`src/l2_pkg.sv`:
```
package l2_pkg;

    typedef logic [31:0] addr_t;
    typedef logic [31:0] word_t;
    typedef logic [3:0]  strb_t;

    // Line geometry
    localparam int words_per_line = 4;
    localparam int offset_width = 2;

    typedef logic [32*words_per_line-1:0] line_t;

    // Pseudo-LRU tree is built for exactly four ways
    localparam int num_ways = 4;

    // Request from a first-level client
    typedef struct packed {
        addr_t addr;
        word_t wdata;
        strb_t wstrb;
        logic  wr;
    } l1_req_t;

    // Whole-line request toward main memory
    typedef struct packed {
        addr_t line_addr;
        line_t wdata;
        logic  wr;
    } mem_req_t;

endpackage
```
`src/l2_port_arbiter.sv`:
```
module l2_port_arbiter (
    input  logic            clk,
    input  logic            rst_n,
    input  logic            i_req,
    input  l2_pkg::l1_req_t i_l1,
    input  logic            d_req,
    input  l2_pkg::l1_req_t d_l1,
    output logic            i_addr_ok,
    output logic            i_data_ok,
    output l2_pkg::word_t   i_rdata,
    output logic            d_addr_ok,
    output logic            d_data_ok,
    output l2_pkg::word_t   d_rdata,
    output logic            req,
    output l2_pkg::l1_req_t l1,
    input  logic            accept,
    input  logic            done,
    input  l2_pkg::word_t   rdata
);

    // 1 when the data port owns the transaction in flight
    logic owner_d;

    // Data port first
    assign req = d_req | i_req;
    assign l1  = d_req ? d_l1 : i_l1;

    always_ff @(posedge clk or negedge rst_n) begin
        if (!rst_n) begin
            owner_d <= 1'b0;
        end else if (accept) begin
            owner_d <= d_req;
        end
    end

    assign d_addr_ok = accept & d_req;
    assign i_addr_ok = accept & ~d_req;

    assign d_data_ok = done & owner_d;
    assign i_data_ok = done & ~owner_d;

    assign i_rdata = rdata;
    assign d_rdata = rdata;

    // No second accept right behind the first
    a_one_addr_ok: assert property (@(posedge clk) disable iff (!rst_n)
        (i_addr_ok || d_addr_ok) |=> !(i_addr_ok || d_addr_ok));

endmodule

```
`config.mk`:
```
export PLATFORM = sky130hd
export DESIGN_NAME = l2_port_arbiter
export DESIGN_NICKNAME = d
export VERILOG_FILES = /design/src/l2_pkg.sv /design/src/l2_port_arbiter.sv
export SDC_FILE = /design/constraint.sdc
export NUM_CORES = 1
export LEC_CHECK = 0
export BUFFER_PORTS_ARGS = -buffer_cell sky130_fd_sc_hd__buf_2
export CAP_MARGIN = 20
export CORE_AREA = 2 2 121 123
export CTS_CLUSTER_SIZE = 8
export DETAILED_ROUTE_END_ITERATION = 6
export DIE_AREA = 0 0 123 125
export SLEW_MARGIN = 0
export SYNTH_ARGS = -nofsm -noshare
export SYNTH_HDL_FRONTEND = slang
export SYNTH_SLANG_ARGS = --single-unit
export TNS_END_PERCENT = 50
```
`constraint.sdc`:
```
create_clock -name clk -period 1.2 [get_ports clk]
set_input_delay 0.24 -clock clk [delete_from_list [all_inputs] [get_ports clk]]
set_output_delay 0.24 -clock clk [all_outputs]
set_load 0.02 [all_outputs]
```
==> results.cfg, run 1 <==
[run_status]
status = finished, violations left
violations = setup timing

[layout]
nFillCells = 1574
antenna_cells = 0
reg_top3 = owner_d: 1 flops
final_area_um2 = 3097
final_nets = 486
largest_register_ffs = 1
fin_util = 0.2180
drive_gt1_frac = 0.9838
syn2layout_area_growth_pct = 80.53
top_register = owner_d
fin_cells = 492

[synth]
synth-seq-area-share = 0.01459
avgSynthCellArea_um2 = 11.59
yosysWarnings = 0
ys_seq_elements = 1
synth_fp_nets = 324
synth_cells = 148
syn_area_um2 = 1715
synth_cell_types = 9

[pwr]
vdd_drop_max_v = 0.0002412
p_int_mw = 0.8847
switchingPower_mw = 0.6009
p_leak_nw = 1.723
pwr-share-seq = 0.027
pwr-share-comb = 0.973
finalPower_mw = 1.486
clkPwrFrac = 0
p_per_area_nw_per_um2 = 479.7
swShare = 0.4045

[sta]
period_needed_ns = 1.226
hold_viol = 0
fin_skew_ns = 0
slew_headroom = 0.9041
setup_viol = 38
max_slew.worst_pin.slew_ns = 0.1448
fin_crit_sh = 1.021
setup_ws_ns = -0.02553
holdWs_ns = 0.01775
slew_viol_final = 0
rsz0062_at_grt = true
clock.fmax_mhz = 816.0

[drt]
viasPerCell = 3.329
ant_nets = 0
num_vias = 1638
drtIter0Drc = 27
wl_per_cell_um = 15.93
route.detailed.drc = 0
drt-total-wl_mm = 7.836
drt_first_pass_iters = 4

[hold_path]
hold_path.class = input pin to async pin

[floorplan]
core-area_um2 = 14200
rows = 44
fp.dieW_um = 123
fp.dieH_um = 125
start_util = 0.1208
die_area_um2 = 15380
io_pins = 314

[global_routing]
grt_pass1_wl_mm = 10.77
grt_max_degree = 11
grt-ovfl-total = 0
grt_pass1_vias = 1734
grt_usage = 0.09365
antenna_found_initial = 0

[worst_setup_path]
start_kind = input pin
r2r_start = owner_d
critPathKind = input pin to output pin
cp.arrival_ns = 0.99
cp_max_fo = 7
required_ns = 0.96
cp-startpoint = d_req
endpoint_kind = output pin

[flow_run]
maxCapViolCount = 0

[place]
dp.cells = 487
hpwlAfterDp_mm = 6.863
placed_area_um2 = 2511
place.gp.congestion = 0.8201
io_buffers = 217

[cts]
ctsHoldBuffers = 0
cts_setup_buffers = 0
insertion_delay_ns = 0
clk_pin_slew_ns = 0
## cells by family after synthesis
group / count (synthesis) / share of synthesized area
multiplexers: 70 / 0.6039
buffers and inverters: 72 / 0.3632
AND/OR/NAND/NOR: 5 / 0.01823
flip-flops: 1 / 0.01459
## Yosys cell counts
master   count  area share
or2_2        1      0.0036
buf_6        2       0.013
mux2_4      66        0.58
dfrtp_1      1       0.015
nor2b_1      2      0.0073
buf_12       6       0.070
mux2_2       4       0.026
and2_1       2      0.0073
buf_4       64        0.28
## power by group through the flow
stage / Sequential, mW / Clock, mW / Combinational, mW
6_report: 0.0401 / 0 / 1.45
2_1_floorplan: 0.0393 / 0 / 1.00
3_3_place_gp: 0.0401 / 0 / 1.15
5_1_grt: 0.0408 / 0 / 1.53
3_5_place_dp: 0.0401 / 0 / 1.16
4_1_cts: 0.0401 / 0 / 1.40
## metrics by stage
stage	setup TNS [ns]	setup WS, ns
detailed placement	-11.36	-0.2222
global route	-1.448	-0.03428
CTS	-0.8489	-0.03995
finish	-0.2545	-0.02553
global placement	-10.14	-0.2115
floorplan	0	0.05281
## area by class of cell
cell class	count	area, um2	share of cell area
timing repair buffer	232	1763	0.5693
multi-input combinational	75	1079	0.3483
tap	184	230.2	0.07434
sequential	1	25.02	0.008081
## cell usage in the layout, fill, tap and decap left out
cell / netlist / final
and2_1: 2 / 2
buf_12: 6 / 4
buf_16: 0 / 5
buf_2: 0 / 156
buf_4: 64 / 3
buf_6: 2 / 61
buf_8: 0 / 2
clkbuf_16: 0 / 1
dfrtp_1: 1 / 1
mux2_2: 4 / 1
mux2_4: 66 / 69
nor2b_1: 2 / 2
or2_2: 1 / 1
## worst paths after layout
check / to / slack [ns] / depth (start not counted)
max: l1[45] / -0.03 / 4
min: owner_d / 0.02 / 1
max reg2reg: owner_d / 0.45 / 1
min reg2reg: owner_d / 0.53 / 1
max in group asynchronous: owner_d / 1.10 / 1
min in group clk: d_rdata[1] / 0.48 / 0
## worst max-delay path, stage by stage
cell and delay, ns:
buf_16 0.13, clkbuf_16 0.16, mux2_4 0.31, buf_6 0.14
## layer usage
layer / vias to the layer above / track usage / wire, um
met5: - / 0 / 0
met4: 0 / 0.005348 / 13
met3: 5 / 0.01734 / 747
met2: 140 / 0.1852 / 4263
met1: 727 / 0.1063 / 2813
li1: 766 / - / -
## what timing repair did
item / CTS / global route
gates resized for setup: 109 / 33
endpoints found under the hold margin: 0 / 0
gates cloned: 4 / 1
endpoints found under the setup margin: 71 / 67
Note: power is estimated with default switching activity, not from simulation.
==> run 2, diff against run 1 <==
--- a/config.mk
+++ b/config.mk
@@ -15,4 +15,4 @@
 export SYNTH_ARGS = -nofsm -noshare
 export SYNTH_HDL_FRONTEND = slang
 export SYNTH_SLANG_ARGS = --single-unit
-export TNS_END_PERCENT = 50
+export TNS_END_PERCENT = 1
==> run 2 against run 1 <==
Net effect: the run still ends with setup timing left; final area fell by 0.73%; power fell by 0.80%; sequential share of layout area barely moved; critical path depth did not move; hold slack did not move; sequential cell count did not move; combinational power barely moved; via count rose by 0.43%; first-iteration DRC count fell by 37%; global-route usage fell by 0.056 points; utilization fell by 0.16 points; maximum frequency barely moved.
==> results.cfg, run 2 (synthesis gave the netlist of run 1 again) <==
[run_status]
status = finished, violations left
violations = setup timing

[floorplan]
core-area_um2 = 14200
fp.dieH_um = 125
die_area_um2 = 15380
io_pins = 314
start_util = 0.1208
fp.dieW_um = 123
rows = 44

[sta]
hold_viol = 0
slew_headroom = 0.9041
period_needed_ns = 1.225
clock.fmax_mhz = 816.5
max_slew.worst_pin.slew_ns = 0.1448
fin_crit_sh = 1.021
fin_skew_ns = 0
rsz0062_at_grt = true
setup_viol = 35
slew_viol_final = 0
setup_ws_ns = -0.02479

[drt]
ant_nets = 0
num_vias = 1645
drt_first_pass_iters = 4
viasPerCell = 3.343
route.detailed.drc = 0
wl_per_cell_um = 15.93
drt-total-wl_mm = 7.837
drtIter0Drc = 17

[pwr]
finalPower_mw = 1.474
clkPwrFrac = 0
vdd_drop_max_v = 0.0002412
p_per_area_nw_per_um2 = 479.4
p_leak_nw = 1.715
swShare = 0.4062
switchingPower_mw = 0.5986
p_int_mw = 0.8751
pwr-share-seq = 0.027
pwr-share-comb = 0.973

[global_routing]
grt-ovfl-total = 0
grt_pass1_vias = 1723
grt_usage = 0.09309
antenna_found_initial = 0
grt_max_degree = 11
grt_pass1_wl_mm = 10.70

[cts]
insertion_delay_ns = 0
ctsHoldBuffers = 0
clk_pin_slew_ns = 0
cts_setup_buffers = 0

[layout]
top_register = owner_d
antenna_cells = 0
drive_gt1_frac = 0.9838
reg_top3 = owner_d: 1 flops
largest_register_ffs = 1
final_area_um2 = 3074
syn2layout_area_growth_pct = 79.21
final_cell_mix = buf_2 (157), mux2_4 (69), buf_6 (59)
final_nets = 486
layout_commonest_cell = buf_2

[place]
io_buffers = 217
place.gp.congestion = 0.8201
placed_area_um2 = 2511
hpwlAfterDp_mm = 6.863

[worst_setup_path]
cp.arrival_ns = 0.98
ff2ff_setup_slack_ns = 0.45
endpoint_kind = output pin
required_ns = 0.96
cp_max_fo = 7
start_kind = input pin
critPathKind = input pin to output pin

[flow_run]
maxCapViolCount = 0

[hold_path]
hold_path.class = input pin to async pin
run 2: final cells by class:
| cell class | instances | area [um2] |
|---|---|---|
| flip-flops and latches | 1 | 25.02 |
| fillers | 1575 | 11130 |
| repair buffers | 232 | 1740 |
| multi-input cells | 75 | 1079 |
| well taps | 184 | 230.2 |
run 2: power groups by stage:
stage	Combinational [mW]	Sequential, mW	Clock [mW]
after global routing	1.52	0.0408	0
after floorplan	1.00	0.0393	0
after detailed placement	1.16	0.0401	0
after CTS	1.35	0.0401	0
final	1.43	0.0401	0
after global placement	1.15	0.0401	0
run 2: metal layers:
| metal | vias up | track usage | wire, um | part of all wire |
|---|---|---|---|---|
| met3 | 5 | 0.01688 | 756 | 0.096 |
| met1 | 734 | 0.1063 | 2823 | 0.36 |
| met2 | 140 | 0.1836 | 4243 | 0.54 |
| met5 | - | 0 | 0 | 0 |
| met4 | 0 | 0.005348 | 13 | 0.0017 |
| li1 | 766 | - | - | - |
run 2: worst paths after layout:
check	to	cells past startpoint	startpoint
worst min register to register	owner_d	1	owner_d
max in group asynchronous	owner_d	1	rst_n
worst max-delay path	l1[45]	4	d_req
min in group clk	d_rdata[1]	0	rdata[1]
worst min-delay path	owner_d	1	rst_n
worst max register to register	owner_d	1	owner_d
run 2: repair_timing:
item,4_1_cts,5_1_grt
pin swaps,0,0
setup endpoints to repair,71,66
resized for setup,83,53
cloned,4,1
hold endpoints to repair,0,0
run 2: through the flow:
stage	cells	util	setup TNS, ns	hold slack (ns)	setup slack [ns]
after detailed placement	487	0.1768	-11.36	0.01875	-0.2222
after global routing	492	0.2164	-1.418	0.02384	-0.03292
after global placement	487	0.1768	-10.14	0.02092	-0.2115
after floorplan	148	-	0	-0.05559	0.05281
final	492	0.2164	-0.2293	0.01775	-0.02479
after CTS	491	0.2028	-1.037	0.01900	-0.04222
run 2: worst max-delay path: stages:
cell       delay [ns]
buf_16           0.13
clkbuf_16        0.16
mux2_4           0.31
buf_6            0.14
