--- config.mk ---
export PLATFORM = sky130hd
export DESIGN_NAME = l2_ctrl
export DESIGN_NICKNAME = d
export VERILOG_FILES = /design/src/l2_pkg.sv /design/src/l2_ctrl.sv /design/src/l2_plru.sv /design/src/l2_data_array.sv /design/src/l2_tag_array.sv
export SDC_FILE = /design/constraint.sdc
export NUM_CORES = 2
export LEC_CHECK = 0
export BUFFER_PORTS_ARGS = -buffer_cell sky130_fd_sc_hd__buf_2
export CORE_MARGIN = 5
export CORE_UTILIZATION = 40
export DETAILED_ROUTE_END_ITERATION = 6
export HOLD_SLACK_MARGIN = 0.1
export PLACE_DENSITY = 0.56
export RECOVER_POWER = 100
export SYNTH_ARGS = -nofsm -noshare
export SYNTH_HDL_FRONTEND = slang
export SYNTH_HIERARCHICAL = 1
export SYNTH_SLANG_ARGS = --single-unit
--- constraint.sdc ---
create_clock -name clk -period 8.65 [get_ports clk]
set_clock_uncertainty 0.2 [all_clocks]
set_input_delay 0 -clock clk [delete_from_list [all_inputs] [get_ports clk]]
set_output_delay 0 -clock clk [all_outputs]
set_load 0.01 [all_outputs]
--- src/l2_pkg.sv ---
package l2_pkg;

    typedef logic [31:0] addr_t;
    typedef logic [31:0] word_t;
    typedef logic [3:0]  strb_t;

    // Line geometry
    localparam int words_per_line = 4;
    localparam int offset_width = 2;

    typedef logic [32*words_per_line-1:0] line_t;

    // Pseudo-LRU tree is built for exactly four ways
    localparam int num_ways = 4;

    // Request from a first-level client
    typedef struct packed {
        addr_t addr;
        word_t wdata;
        strb_t wstrb;
        logic  wr;
    } l1_req_t;

    // Whole-line request toward main memory
    typedef struct packed {
        addr_t line_addr;
        line_t wdata;
        logic  wr;
    } mem_req_t;

endpackage
--- src/l2_ctrl.sv ---
module l2_ctrl #(
    parameter int index_width = 2
) (
    input  logic             clk,
    input  logic             rst_n,
    input  logic             req,
    input  l2_pkg::l1_req_t  l1,
    output logic             accept,
    output logic             done,
    output l2_pkg::word_t    rdata,
    output logic             mem_req,
    output l2_pkg::mem_req_t mem,
    input  logic             mem_ack,
    input  l2_pkg::line_t    mem_rdata
);

    localparam int tag_width = 32 - index_width - l2_pkg::offset_width - 2;
    localparam int way_width = $clog2(l2_pkg::num_ways);

    typedef enum logic [1:0] {
        st_idle,
        st_lookup,
        st_writeback,
        st_refill
    } ctrl_state_t;

    ctrl_state_t state, state_nxt;
    l2_pkg::l1_req_t rbuf;
    logic ack_q;

    logic [index_width-1:0]          index;
    logic [tag_width-1:0]            tag;
    logic [l2_pkg::offset_width-1:0] offset;

    logic [l2_pkg::num_ways-1:0] hit_way;
    logic                        hit;
    logic [way_width-1:0]        hit_idx;
    logic [way_width-1:0]        victim;
    logic [way_width-1:0]        cur_way;
    logic [tag_width-1:0]        victim_tag;
    logic                        victim_valid;
    logic                        victim_dirty;
    logic                        refill_done;
    l2_pkg::line_t               rline;

    assign offset = rbuf.addr[2 +: l2_pkg::offset_width];
    assign index  = rbuf.addr[l2_pkg::offset_width + 2 +: index_width];
    assign tag    = rbuf.addr[31 -: tag_width];

    always_comb begin
        hit_idx = '0;
        for (int w = 0; w < l2_pkg::num_ways; w++) begin
            if (hit_way[w]) begin
                hit_idx = way_width'(w);
            end
        end
    end

    // Hit way during lookup, victim way while moving lines
    assign cur_way = (state == st_lookup) ? hit_idx : victim;

    assign accept      = (state == st_idle) && req;
    assign done        = (state == st_lookup) && hit;
    assign refill_done = (state == st_refill) && mem_ack;
    assign rdata       = rline[32*offset +: 32];

    always_ff @(posedge clk) begin
        if (accept) begin
            rbuf <= l1;
        end
    end

    always_ff @(posedge clk or negedge rst_n) begin
        if (!rst_n) begin
            state <= st_idle;
            ack_q <= 1'b0;
        end else begin
            state <= state_nxt;
            ack_q <= mem_ack;
        end
    end

    always_comb begin
        state_nxt = state;
        case (state)
            st_idle:      if (req) state_nxt = st_lookup;
            st_lookup: begin
                if (hit) begin
                    state_nxt = st_idle;
                end else if (victim_valid && victim_dirty) begin
                    state_nxt = st_writeback;
                end else begin
                    state_nxt = st_refill;
                end
            end
            st_writeback: if (mem_ack) state_nxt = st_refill;
            st_refill:    if (mem_ack) state_nxt = st_lookup;
            default:      state_nxt = st_idle;
        endcase
    end

    // One idle cycle between writeback ack and the refill request
    assign mem_req = ((state == st_writeback) || (state == st_refill)) && !ack_q;
    assign mem.line_addr = (state == st_writeback) ?
        {victim_tag, index, {(l2_pkg::offset_width + 2){1'b0}}} :
        {tag, index, {(l2_pkg::offset_width + 2){1'b0}}};
    assign mem.wdata = rline;
    assign mem.wr    = (state == st_writeback);

    l2_tag_array #(.index_width(index_width)) u_tag_array (
        .clk          (clk),
        .rst_n        (rst_n),
        .index        (index),
        .tag          (tag),
        .hit_way      (hit_way),
        .hit          (hit),
        .victim_tag   (victim_tag),
        .victim_valid (victim_valid),
        .victim_dirty (victim_dirty),
        .victim       (victim),
        .fill_we      (refill_done),
        .fill_tag     (tag),
        .dirty_we     (done && rbuf.wr),
        .dirty_way    (hit_idx)
    );

    l2_data_array #(.index_width(index_width)) u_data_array (
        .clk       (clk),
        .index     (index),
        .way       (cur_way),
        .offset    (offset),
        .word_we   (done && rbuf.wr),
        .wdata     (rbuf.wdata),
        .wstrb     (rbuf.wstrb),
        .line_we   (refill_done),
        .fill_line (mem_rdata),
        .rline     (rline)
    );

    l2_plru #(.index_width(index_width)) u_plru (
        .clk       (clk),
        .rst_n     (rst_n),
        .index     (index),
        .touch     (done || refill_done),
        .touch_way (cur_way),
        .victim    (victim)
    );

    // A line sits in at most one way of its set
    a_done_on_hit: assert property (@(posedge clk) disable iff (!rst_n)
        done |-> $onehot(hit_way));

    a_mem_req_held: assert property (@(posedge clk) disable iff (!rst_n)
        mem_req && !mem_ack |=> mem_req && $stable(mem));

endmodule

--- src/l2_plru.sv ---
module l2_plru #(
    parameter  int index_width = 2,
    localparam int way_width = $clog2(l2_pkg::num_ways)
) (
    input  logic                   clk,
    input  logic                   rst_n,
    input  logic [index_width-1:0] index,
    input  logic                   touch,
    input  logic [way_width-1:0]   touch_way,
    output logic [way_width-1:0]   victim
);

    localparam int num_sets = 1 << index_width;

    // Bit 0 is the root, bit 1 the left pair, bit 2 the right pair
    logic [num_sets-1:0][2:0] tree_q;

    always_ff @(posedge clk or negedge rst_n) begin
        if (!rst_n) begin
            tree_q <= '0;
        end else if (touch) begin
            tree_q[index][0] <= ~touch_way[1];
            if (touch_way[1]) begin
                tree_q[index][2] <= ~touch_way[0];
            end else begin
                tree_q[index][1] <= ~touch_way[0];
            end
        end
    end

    assign victim = tree_q[index][0] ? {1'b1, tree_q[index][2]} : {1'b0, tree_q[index][1]};

endmodule

--- src/l2_data_array.sv ---
module l2_data_array #(
    parameter  int index_width = 2,
    localparam int way_width = $clog2(l2_pkg::num_ways)
) (
    input  logic                            clk,
    input  logic [index_width-1:0]          index,
    input  logic [way_width-1:0]            way,
    input  logic [l2_pkg::offset_width-1:0] offset,
    input  logic                            word_we,
    input  l2_pkg::word_t                   wdata,
    input  l2_pkg::strb_t                   wstrb,
    input  logic                            line_we,
    input  l2_pkg::line_t                   fill_line,
    output l2_pkg::line_t                   rline
);

    localparam int num_sets = 1 << index_width;

    l2_pkg::line_t data_q [num_sets][l2_pkg::num_ways];

    always_ff @(posedge clk) begin
        if (line_we) begin
            data_q[index][way] <= fill_line;
        end else if (word_we) begin
            // Byte lanes of the addressed word
            for (int b = 0; b < 4; b++) begin
                if (wstrb[b]) begin
                    data_q[index][way][32*offset + 8*b +: 8] <= wdata[8*b +: 8];
                end
            end
        end
    end

    assign rline = data_q[index][way];

endmodule

--- src/l2_tag_array.sv ---
module l2_tag_array #(
    parameter  int index_width = 2,
    localparam int tag_width = 32 - index_width - l2_pkg::offset_width - 2,
    localparam int way_width = $clog2(l2_pkg::num_ways)
) (
    input  logic                        clk,
    input  logic                        rst_n,
    input  logic [index_width-1:0]      index,
    input  logic [tag_width-1:0]        tag,
    output logic [l2_pkg::num_ways-1:0] hit_way,
    output logic                        hit,
    output logic [tag_width-1:0]        victim_tag,
    output logic                        victim_valid,
    output logic                        victim_dirty,
    input  logic [way_width-1:0]        victim,
    input  logic                        fill_we,
    input  logic [tag_width-1:0]        fill_tag,
    input  logic                        dirty_we,
    input  logic [way_width-1:0]        dirty_way
);

    localparam int num_sets = 1 << index_width;

    logic [tag_width-1:0] tag_q [num_sets][l2_pkg::num_ways];
    logic [num_sets-1:0][l2_pkg::num_ways-1:0] valid_q;
    logic [num_sets-1:0][l2_pkg::num_ways-1:0] dirty_q;

    always_ff @(posedge clk) begin
        if (fill_we) begin
            tag_q[index][victim] <= fill_tag;
        end
    end

    // A fill leaves the line valid and clean
    always_ff @(posedge clk or negedge rst_n) begin
        if (!rst_n) begin
            valid_q <= '0;
            dirty_q <= '0;
        end else begin
            if (fill_we) begin
                valid_q[index][victim] <= 1'b1;
                dirty_q[index][victim] <= 1'b0;
            end
            if (dirty_we) begin
                dirty_q[index][dirty_way] <= 1'b1;
            end
        end
    end

    always_comb begin
        for (int w = 0; w < l2_pkg::num_ways; w++) begin
            hit_way[w] = valid_q[index][w] && (tag_q[index][w] == tag);
        end
    end

    assign hit = |hit_way;

    assign victim_tag   = tag_q[index][victim];
    assign victim_valid = valid_q[index][victim];
    assign victim_dirty = dirty_q[index][victim];

endmodule

==> results.py <==
metrics = {
    "outcome": {
        "status": "finished, violations left",
        "violations": "capacitance limit, slew limit",
    },
    "power": {
        "internal_power_mw": 23.9,
        "p_leak_nw": 39.8,
        "comb_power_share_pct": 26.8,
        "switching_share_pct": 34.1,
        "p_sw_mw": 12.3,
        "total_power_mw": 36.2,
        "clock_power_share_pct": 33.1,
        "p_per_area_nw_per_um2": 286,
        "peakVddDrop_uv": 465,
        "p_seq_share_pct": 40.1,
    },
    "floorplan": {
        "core_area_um2": 270000,
        "die_h_um": 530,
        "die_w_um": 530,
        "core.rowCount": 191,
        "initial_core_util_pct": 40.1,
        "pin_count": 397,
        "dieArea_um2": 281000,
    },
    "sta": {
        "hold_ws_ns": 0.147,
        "max_freq_ghz": 0.125,
        "hold_viol": 0,
        "setup_viol": 0,
        "finalWorstSetupSlack_ns": 0.661,
        "min_period_ns": 7.99,
        "fin_crit_sh_pct": 92.4,
        "slew-limit-headroom_pct": -137,
        "finalMaxSlewViolations": 642,
        "worstMarginPinSlew_ns": 3.56,
        "fin_tns_setup_ns": 0,
        "rsz0062_at_grt": "false",
    },
    "cts": {
        "cts_resized": 0,
        "cts_setup_buffers": 0,
        "cts-root-buf": "clkbuf_16",
        "cts_tree": "done",
        "cts.path.max_buffers": 4,
        "cts_inserted_buffers": 283,
        "cts.sinks": 2578,
        "clk_pin_slew_ns": 0.06,
        "clkLatencyLatePin_ns": 0.90,
        "h-tree-depth": 5,
    },
    "layout": {
        "fin_nets": 6983,
        "num-fill-cells": 23000,
        "area_delta_synth_final_pct": 16.9,
        "layout-drive-gt1-share_pct": 19.9,
    },
    "routing": {
        "firstDrtPassIters": 7,
        "first_iter_violations": 8508,
        "drc": 0,
        "wl_per_cell_um": 33.1,
        "ant_nets": 0,
        "via_count": 64200,
        "drt-total-wl_um": 351000,
        "viasPerCell": 6.05,
    },
    "synth": {
        "avgSynthCellArea_um2": 18.1,
        "yosys_warnings": 6,
        "synthCells": 5989,
        "synth_area_um2": 108000,
    },
    "global_route": {
        "grt_max_degree": 131,
        "gr-usage-met2_pct": 37.9,
        "top_usage_layer": "met2",
        "grt_pass1_vias": 63400,
        "grt_util_met1_pct": 33.2,
        "grt_usage_pct": 24.4,
        "grt_pass1_wl_um": 485000,
        "grt-ovfl-total": 0,
        "antenna_found_initial": 68,
        "met3_usage_pct": 5.67,
    },
    "placement": {
        "pre_cts_slack_ns": 1.87,
        "port_buffers": 390,
        "place.gp.congestion": 0.842,
        "dpl.hpwl_um": 233000,
    },
    "worst_setup_path": {
        "critPathMaxFanout": 39,
        "arrival_ns": 8.40,
        "cp.required_ns": 9.06,
        "crit_type": "reg -> reg",
        "r2r_setup_slack_ns": 0.66,
        "end_kind": "flop",
        "crit_path_start_kind": "flop",
    },
    "job": {
        "max_cap_viol_count": 23,
    },
    "min_path": {
        "hold_class": "in -> reg",
    },
}
worst max-delay path: stages (launching register included):
cell and delay (ns):
edfxtp_1 0.37, buf_12 0.28, buf_4 0.39, mux4_2 0.57, xnor2_1 0.28, nand4_1 0.21
nor3_1 0.52, nand4_1 0.31, inv_1 0.15, inv_1 0.05, a21o_1 0.25, mux2_1 0.66
and4bb_1 0.97, clkbuf_1 1.05, nand3_1 0.70, o21ai_0 0.65
power groups by stage:
stage	Sequential, mW	Combinational, mW	Clock, mW
after detailed placement	14.8	9.72	0
after floorplan	14.6	4.49	0
after CTS	14.5	9.90	12.2
after global placement	14.7	9.69	0
final	14.5	9.72	12.0
after global routing	14.5	9.95	12.8
path summary, 6_finish.rpt:
check / end / startpoint / cells past startpoint
hold / removal: u_data_array/data_q[2][387] / mem_rdata[3] / 4
min in group asynchronous: u_tag_array/valid_q[10] / rst_n / 5
setup / recovery: u_data_array/data_q[1][177] / index[0] / 15
setup reg to reg: u_data_array/data_q[1][177] / index[0] / 15
max in group asynchronous: u_tag_array/valid_q[6] / rst_n / 6
hold reg to reg: u_tag_array/valid_q[4] / u_tag_array/valid_q[4] / 1
registers in the layout, indices dropped and copies added (netlist names), 12 cells and up:
name and cells:
u_data_array/data_q 2048, u_tag_array/dirty_q 16, u_plru/tree_q 12, u_tag_array/valid_q 16, u_tag_array/tag_q 416, rbuf 63
what timing repair did:
| action | CTS | global route |
|---|---|---|
| hold buffers | 403 | 0 |
| setup endpoints to repair | 0 | 0 |
| hold endpoints to repair | 2200 | 0 |
metal layers:
| metal | share of wire [%] | wire length [um] | vias up |
|---|---|---|---|
| met5 | 0.029 | 100 | - |
| met4 | 5.0 | 17400 | 18 |
| met3 | 10 | 35800 | 633 |
| met2 | 46 | 161000 | 3582 |
| met1 | 39 | 136000 | 33800 |
| li1 | - | - | 26100 |
final cells by class:
| class | count | area (um2) | share of cell area, % |
|---|---|---|---|
| repair buffers | 904 | 6570 | 5.19 |
| multi-input cells | 2975 | 29100 | 23.0 |
| inverters | 30 | 113 | 0.0889 |
| well taps | 3570 | 4470 | 3.53 |
| clock inverters | 147 | 1580 | 1.25 |
| clock buffers | 358 | 7570 | 5.98 |
| diodes | 39 | 97.6 | 0.0771 |
| flip-flops and latches | 2578 | 77200 | 60.9 |
cells in the final DEF, fill, tap and decap left out, types with 7 or more instances in the layout:
cell type / n
bufinv_16: 28
a22oi_1: 265
nand4_1: 20
a31o_2: 16
diode_2: 39
xnor2_1: 72
mux2i_1: 90
o22ai_1: 8
clkinv_2: 36
buf_4: 62
nand2b_1: 12
and2_1: 25
a21oi_1: 9
inv_6: 8
dlygate4sd3_1: 402
clkbuf_16: 292
mux2_2: 30
nor2_1: 291
and3_1: 11
buf_12: 12
nand3b_1: 7
mux2_1: 154
buf_2: 186
inv_1: 30
nand3_1: 118
mux4_2: 652
nor2b_1: 7
edfxtp_1: 2531
nor2_4: 8
nand2_1: 259
clkinvlp_4: 12
clkinv_1: 53
or2_2: 14
dfrtp_1: 47
xor2_1: 15
ha_1: 10
clkbuf_1: 306
o21ai_0: 774
metrics by stage:
step                      cell area, um2  utilization [%]  cells
after floorplan                   108000                -   5992
after global placement            114000             42.1   9654
after global routing              127000             46.8  10600
after detailed placement          114000             42.1   9654
final                             127000             46.9  10600
after CTS                         127000             47.0  10600
Power figures use the tool's default switching activity.
